**src/rename_macros.svh**
```systemverilog
`ifndef RENAME_MACROS_SVH
`define RENAME_MACROS_SVH

// architectural register file of RV32I.
`define ARCH_REGS      32
`define ARCH_REG_BITS  5

// physical register file shared by all in-flight results.
`define PHYS_REGS      64
`define PHYS_REG_BITS  6

// registers left free after the identity map is set up.
`define FREE_REGS      (`PHYS_REGS - `ARCH_REGS)
`define FREE_PTR_BITS  5
`define FREE_CNT_BITS  6

`endif

```
**src/rv32i_types.sv**
```systemverilog
`default_nettype none
`include "rename_macros.svh"

package rv32i_types;

    typedef logic [`ARCH_REG_BITS-1:0] arch_reg_t;  // architectural register index.
    typedef logic [`PHYS_REG_BITS-1:0] phys_reg_t;  // physical register index.
    typedef logic [31:0]               inst_t;

    // canonical nop, addi x0, x0, 0.
    localparam inst_t NOP_INST = 32'h0000_0013;

    typedef enum logic [6:0] {
        op_b_lui   = 7'b0110111,
        op_b_auipc = 7'b0010111,
        op_b_jal   = 7'b1101111,
        op_b_jalr  = 7'b1100111,
        op_b_br    = 7'b1100011,
        op_b_load  = 7'b0000011,
        op_b_store = 7'b0100011,
        op_b_imm   = 7'b0010011,
        op_b_reg   = 7'b0110011
    } opcode_e;

endpackage : rv32i_types

`default_nettype wire

```
**src/rename_decode.sv**
```systemverilog
`default_nettype none

module rename_decode import rv32i_types::*; (
    input  inst_t     inst,
    output arch_reg_t rd,
    output arch_reg_t rs1,
    output arch_reg_t rs2,
    output opcode_e   opcode,
    output logic      is_nop,
    output logic      writes_rd,
    output logic      uses_rs2
);

    assign rd     = inst[11:7];
    assign rs1    = inst[19:15];
    assign rs2    = inst[24:20];
    assign opcode = opcode_e'(inst[6:0]);

    assign is_nop = (inst == NOP_INST) || (inst == '0);

    // branches and stores have no destination, and x0 is never renamed.
    always_comb begin
        case (opcode)
            op_b_br,
            op_b_store: begin
                writes_rd = 1'b0;
            end
            default: begin
                writes_rd = (rd != '0);
            end
        endcase
    end

    always_comb begin
        case (opcode)
            op_b_imm,
            op_b_lui,
            op_b_auipc,
            op_b_jal,
            op_b_jalr,
            op_b_load: begin
                uses_rs2 = 1'b0;  // the rs2 field is immediate bits here.
            end
            default: begin
                uses_rs2 = 1'b1;
            end
        endcase
    end

endmodule : rename_decode

`default_nettype wire

```
**src/rat.sv**
```systemverilog
`default_nettype none
`include "rename_macros.svh"

module rat import rv32i_types::*; (
    input  logic      clk,
    input  logic      rst,
    input  arch_reg_t rd_dispatch,
    input  arch_reg_t rs1,
    input  arch_reg_t rs2,
    input  arch_reg_t rd_add,
    input  arch_reg_t rd_mul,
    input  arch_reg_t rd_div,
    input  phys_reg_t pd_dispatch,
    input  phys_reg_t pd_add,
    input  phys_reg_t pd_mul,
    input  phys_reg_t pd_div,
    input  logic      regf_we_dispatch,
    input  logic      regf_we_add,
    input  logic      regf_we_mul,
    input  logic      regf_we_div,
    input  logic      is_nop,
    input  logic      uses_rs2,
    output phys_reg_t ps1,
    output phys_reg_t ps2,
    output phys_reg_t pd_old,
    output logic      ps1_valid,
    output logic      ps2_valid
);

    phys_reg_t map_q   [`ARCH_REGS];
    logic      ready_q [`ARCH_REGS];
    phys_reg_t map_d   [`ARCH_REGS];
    logic      ready_d [`ARCH_REGS];

    // source lookup sees the table as it stood before this edge.
    always_comb begin
        if (is_nop) begin
            ps1       = '0;
            ps2       = '0;
            ps1_valid = 1'b1;
            ps2_valid = 1'b1;
        end else begin
            ps1       = map_q[rs1];
            ps1_valid = ready_q[rs1];
            if (uses_rs2) begin
                ps2       = map_q[rs2];
                ps2_valid = ready_q[rs2];
            end else begin
                ps2       = map_q[rs1];
                ps2_valid = 1'b1;
            end
        end
    end

    assign pd_old = map_q[rd_dispatch];  // freed later when this instruction commits.

    always_comb begin
        map_d   = map_q;
        ready_d = ready_q;
        // a stale broadcast no longer matches the mapping and is ignored.
        if (regf_we_add && (pd_add == map_q[rd_add])) begin
            ready_d[rd_add] = 1'b1;
        end
        if (regf_we_mul && (pd_mul == map_q[rd_mul])) begin
            ready_d[rd_mul] = 1'b1;
        end
        if (regf_we_div && (pd_div == map_q[rd_div])) begin
            ready_d[rd_div] = 1'b1;
        end
        // the remap comes last so a new mapping beats a same-cycle wakeup.
        if (regf_we_dispatch) begin
            map_d[rd_dispatch]   = pd_dispatch;
            ready_d[rd_dispatch] = 1'b0;
        end
    end

    always_ff @(posedge clk) begin
        if (rst) begin
            for (int i = 0; i < `ARCH_REGS; i++) begin
                map_q[i]   <= phys_reg_t'(i);
                ready_q[i] <= 1'b1;
            end
        end else begin
            map_q   <= map_d;
            ready_q <= ready_d;
        end
    end

endmodule : rat

`default_nettype wire

```
**src/free_list.sv**
```systemverilog
`default_nettype none
`include "rename_macros.svh"

module free_list import rv32i_types::*; (
    input  logic      clk,
    input  logic      rst,
    input  logic      alloc,
    input  logic      release_valid,
    input  phys_reg_t release_pd,
    output phys_reg_t free_pd,
    output logic      empty
);

    phys_reg_t                 fifo_q [`FREE_REGS];
    logic [`FREE_PTR_BITS-1:0] head_q;
    logic [`FREE_PTR_BITS-1:0] tail_q;
    logic [`FREE_CNT_BITS-1:0] count_q;

    assign free_pd = fifo_q[head_q];  // the register the next allocation takes.
    assign empty   = (count_q == '0);

    // the pointers wrap on their own since the depth is a power of two.
    always_ff @(posedge clk) begin
        if (rst) begin
            head_q <= '0;
            tail_q <= '0;
        end else begin
            if (alloc) begin
                head_q <= head_q + 1'b1;
            end
            if (release_valid) begin
                tail_q <= tail_q + 1'b1;
            end
        end
    end

    always_ff @(posedge clk) begin
        if (rst) begin
            count_q <= `FREE_CNT_BITS'(`FREE_REGS);
        end else begin
            case ({alloc, release_valid})
                2'b10: begin
                    count_q <= count_q - 1'b1;
                end
                2'b01: begin
                    count_q <= count_q + 1'b1;
                end
                default: begin
                    count_q <= count_q;  // both or neither leave the count alone.
                end
            endcase
        end
    end

    // every register above the identity map starts out free.
    always_ff @(posedge clk) begin
        if (rst) begin
            for (int i = 0; i < `FREE_REGS; i++) begin
                fifo_q[i] <= phys_reg_t'(`PHYS_REGS - `FREE_REGS + i);
            end
        end else if (release_valid) begin
            fifo_q[tail_q] <= release_pd;
        end
    end

endmodule : free_list

`default_nettype wire

```
**src/rename_stage.sv**
```systemverilog
`default_nettype none

module rename_stage import rv32i_types::*; (
    input  logic      clk,
    input  logic      rst,
    input  logic      dispatch,
    input  inst_t     inst,
    input  logic      regf_we_add,
    input  logic      regf_we_mul,
    input  logic      regf_we_div,
    input  arch_reg_t rd_add,
    input  arch_reg_t rd_mul,
    input  arch_reg_t rd_div,
    input  phys_reg_t pd_add,
    input  phys_reg_t pd_mul,
    input  phys_reg_t pd_div,
    input  phys_reg_t release_pd,
    input  logic      release_valid,
    output phys_reg_t ps1,
    output phys_reg_t ps2,
    output phys_reg_t pd,
    output phys_reg_t pd_old,
    output logic      ps1_valid,
    output logic      ps2_valid,
    output logic      stall
);

    arch_reg_t rd;
    arch_reg_t rs1;
    arch_reg_t rs2;
    logic      is_nop;
    logic      writes_rd;
    logic      uses_rs2;
    phys_reg_t free_pd;
    logic      empty;
    logic      rename_we;

    // a stalled instruction touches neither the free list nor the table.
    assign rename_we = dispatch && writes_rd && !empty;
    assign stall     = dispatch && writes_rd && empty;
    assign pd        = free_pd;

    rename_decode u_decode (
        .inst(inst), .rd(rd), .rs1(rs1), .rs2(rs2), .opcode(),
        .is_nop(is_nop), .writes_rd(writes_rd), .uses_rs2(uses_rs2)
    );

    free_list u_free_list (
        .clk(clk), .rst(rst), .alloc(rename_we), .release_valid(release_valid),
        .release_pd(release_pd), .free_pd(free_pd), .empty(empty)
    );

    rat u_rat (
        .clk(clk), .rst(rst), .rd_dispatch(rd), .rs1(rs1), .rs2(rs2),
        .rd_add(rd_add), .rd_mul(rd_mul), .rd_div(rd_div),
        .pd_dispatch(free_pd), .pd_add(pd_add), .pd_mul(pd_mul), .pd_div(pd_div),
        .regf_we_dispatch(rename_we), .regf_we_add(regf_we_add),
        .regf_we_mul(regf_we_mul), .regf_we_div(regf_we_div),
        .is_nop(is_nop), .uses_rs2(uses_rs2), .ps1(ps1), .ps2(ps2), .pd_old(pd_old),
        .ps1_valid(ps1_valid), .ps2_valid(ps2_valid)
    );

endmodule : rename_stage

`default_nettype wire

```
**config.mk**
```make
export PLATFORM = sky130hd
export DESIGN_NAME = rename_stage
export DESIGN_NICKNAME = d
export VERILOG_FILES = /design/src/rv32i_types.sv /design/src/rename_decode.sv /design/src/rat.sv /design/src/free_list.sv /design/src/rename_stage.sv
export VERILOG_INCLUDE_DIRS = /design/src
export SDC_FILE = /design/constraint.sdc
export NUM_CORES = 1
export LEC_CHECK = 0
export BUFFER_PORTS_ARGS = -buffer_cell sky130_fd_sc_hd__clkbuf_2
export CAP_MARGIN = 20
export CORE_UTILIZATION = 40
export DETAILED_ROUTE_END_ITERATION = 16
export GPL_TIMING_DRIVEN = 0
export PLACE_DENSITY = 0.54
export SYNTH_ARGS = -nofsm -noshare
export SYNTH_HDL_FRONTEND = slang
export SYNTH_SLANG_ARGS = --single-unit
```
**constraint.sdc**
```tcl
create_clock -name clk -period 4.3 [get_ports clk]
set_input_delay 0.645 -clock clk [delete_from_list [all_inputs] [get_ports clk]]
set_output_delay 0.645 -clock clk [all_outputs]
set_load 0.05 [all_outputs]
```
==> out/qor.txt <==
CP max stage delay - 0.67 ns
Power per cell area - 337 mW/mm^2
CP bufs+invs - 4
Register Area - 0.0107 mm^2
Chip Height - 270 um
Gr usage total - 0.388
Design area - 0.0323 mm^2
Delay-heaviest family, CP - simple AND/OR/NAND/NOR gates
Yosys cell types - 64
Post-synth EDFFs - 192
Arr. time, crit path - 4.82 ns
Max Cap Violations - 0
Clock Path Buffers - 3
Starting Density - 0.404
Multi-input gate area - 0.0171 mm^2
Fin nets - 2,973
Filler Cells Inserted - 6,872
Per-cell routed wire length - 37.4 um
# H-tree levels - 2
Final worst slack - -0.0355 ns
Clock Tree Root - clkbuf_16
Horiz. Die Dim - 270 um
Post-Synth Simple-Gate Area - 0.159
Highest Clock Rate - 0.231 GHz
Slew @ Worst Pin - 1.26 ns
Worst vdd rail ir drop - 0.336 mV
Multiplexer share of the synthesized area - 0.314
Core Util, Final - 0.453
Min cycle time layout - 4.34 ns
Hold/Removal Path Class - in -> reg
Share of layout cells above drive strength 1 - 0.187
Critical Path RT - 4.78 ns
Placed Area - 0.0306 mm^2
Failing checks - negative setup slack
Cells along the critical path - clkbuf_2, clkbuf_1, clkbuf_1, nand4bb_1, o22ai_1, nor4_1, nand2_1, xor2_1, nor2_1, clkbuf_1, nand4_1, a41oi_1
Post-detail-place hpwl - 118,000 um
Gpl congestion - 1.03
Synth Area in Compound Gates - 0.103
YS warnings - 0
Main synth FF type - dfxtp_1
Mapped Cells - 2,731
Slew Viols, Final - 0
Syn nets - 2,820
Largest family of logic cells by synthesized area - multiplexers
DR vias/cell - 6.88
Maximum net fanout on the critical path - 10
Routed vias - 26,600
First-pass GRT wire length - 200,000 um
Status - finished, violations left
Clock latency at the later pin of the worst-skew pair - 0.57 ns
CP Launch Type - primary input
Endpoint class of the critical path - flop
Crit path kind - in -> reg
FF+latch count, synth - 437
Post-Synth Adder-Cell Area - 0.00504
Vias in the first global route - 25,400
Rel. slew slack - 0.156
Period utilization - 1.01
Rows - 98
Core area - 0.0714 mm^2
Clock Pin Slew Worst Setup and Hold Paths - 0.06 ns
DRC - 0
Xor and xnor area share after synthesis - 0.00577
Ant. Diodes - 0
Die area - 0.0731 mm^2
Largest net degree at the start of global routing - 20
Register area share after synthesis - 0.370
Fin cells - 3,866
Most used cell, CP - clkbuf_1
Initial antenna violation count - 2
DRT iter0 DRCs - 3,568
Antenna Nets Post-Route - 0
Mean Syn Cell Area - 10.6 um^2
CTS Buf Count - 43
Final hold violation count - 0
Clk sinks - 437
RSZ-0062 raised after global routing - no
Critical-path top delay cell - nand4bb_1
Clock skew - 0.0291 ns
Post-Route WL - 145,000 um
Leakage power - 0.0110 uW
Input/output buffers - 90
Top-Level Pins - 105
Final Setup Violations - 1
DP Cell Count - 3,783
Mapped Area - 0.0288 mm^2
Asr flop ratio synth - 0
GRT overflow - 0
CTS tree - built
First-pass DRT Iterations - 6
Layout area overhead - 12.1%
synthesized netlist by cell type (6+ instances only):
master | count | area share
a211oi_1 | 56 | 0.015
a21oi_1 | 56 | 0.0097
a31oi_1 | 11 | 0.0024
a32oi_1 | 15 | 0.0046
a41oi_1 | 12 | 0.0036
and2_1 | 11 | 0.0024
and3_1 | 14 | 0.0030
and3b_1 | 8 | 0.0024
buf_1 | 41 | 0.0053
buf_2 | 38 | 0.0066
buf_4 | 9 | 0.0023
clkbuf_1 | 195 | 0.025
dfxtp_1 | 245 | 0.17
edfxtp_1 | 192 | 0.20
ha_1 | 10 | 0.0043
inv_1 | 17 | 0.0022
mux2_2 | 9 | 0.0035
mux2i_1 | 358 | 0.12
mux4_2 | 238 | 0.19
nand2_1 | 228 | 0.030
nand2b_1 | 10 | 0.0022
nand3_1 | 18 | 0.0031
nand3b_1 | 6 | 0.0016
nand4_1 | 41 | 0.0089
nand4b_1 | 21 | 0.0064
nand4bb_1 | 18 | 0.0070
nor2_1 | 282 | 0.037
nor2b_1 | 11 | 0.0024
nor3_1 | 99 | 0.017
nor3b_1 | 12 | 0.0031
nor4_1 | 43 | 0.0093
o211ai_1 | 61 | 0.016
o21ai_0 | 55 | 0.0095
o221ai_1 | 6 | 0.0018
o22ai_1 | 145 | 0.031
or2_2 | 8 | 0.0017
or3_1 | 47 | 0.010
or4b_1 | 8 | 0.0028
xor2_1 | 15 | 0.0046
power by group:
part,internal (uW),switching [uW]
combinational,855,1620
clock,2200,1660
sequential,4420,145
state kept, by name (all words and copies together), names as in the netlist, named ones only:
register,count
u_free_list.count_q,6
u_rat.ready_q,32
u_free_list.fifo_q,192
u_rat.map_q,192
u_free_list.head_q,5
u_free_list.tail_q,5
path summary, 6_finish.rpt:
kind | from | endpoint | slack [ns] | cells after the start
worst max-delay path | rd_div[2] | u_rat.ready_q[4] | -0.04 | 12
worst min-delay path | release_pd[4] | u_free_list.fifo_q[16][4] | 0.40 | 2
worst max register to register | u_rat.map_q[50] | u_rat.ready_q[4] | 0.69 | 9
worst min register to register | u_free_list.count_q[5] | u_free_list.count_q[5] | 0.51 | 2
stage by stage:
| step | setup WS (ns) | hold WS [ns] | TNS [ns] | total power [uW] |
|---|---|---|---|---|
| finish | -0.0355 | 0.396 | -0.0355 | 10900 |
| global route | 0.00382 | 0.399 | 0 | 11200 |
| CTS | 0.00448 | 0.375 | 0 | 10900 |
| detailed placement | -1.29 | 0.506 | -40.26 | 7030 |
| global placement | -1.23 | 0.493 | -74.91 | 6970 |
| floorplan | 0.0422 | 0.436 | 0 | 6120 |
cell families (layout without fill, tap and decap cells):
kind of cell             Yosys count  count (layout)
AO/OA/AOI/OAI                    449             449
multiplexers                     605             605
buffers and inverters            303             488
flip-flops                       437             437
AND/OR/NAND/NOR                  907             907
adder cells (fa/ha/maj)           11              11
XOR/XNOR                          19              19
placed cells by master, fill, tap and decap left out, types with 56 or more instances in the layout:
cell type  netlist  layout
nand2_1        228     228
nor2_1         282     276
a21oi_1         56      56
mux2i_1        358     353
edfxtp_1       192     192
o22ai_1        145     145
a211oi_1        56      56
clkbuf_1       195     185
nor3_1          99      98
dfxtp_1        245     245
clkbuf_2         0     106
o211ai_1        61      61
mux4_2         238     238
layer usage:
layer | up-vias | track usage | part of all wire
li1 | 10900 | - | -
met1 | 13200 | 0.479 | 0.36
met2 | 1935 | 0.631 | 0.47
met3 | 491 | 0.0519 | 0.090
met4 | 2 | 0.268 | 0.080
met5 | - | 0 | 0.000083
what timing repair did:
item,4_1_cts,5_1_grt
setup endpoints to repair,59,45
setup buffers,0,3
pin swaps,1,3
gates resized for setup,63,20
hold buffers,0,0
final cells by class:
| cell class | instances | area share |
|---|---|---|
| Multi-Input combinational cell | 1991 | 0.528 |
| Sequential cell | 437 | 0.330 |
| Buffer | 281 | 0.0391 |
| Clock buffer | 65 | 0.0390 |
| Tap cell | 950 | 0.0368 |
| Timing Repair Buffer | 112 | 0.0208 |
| Clock inverter | 12 | 0.00422 |
| Inverter | 18 | 0.00209 |
Power figures use the tool's default switching activity.
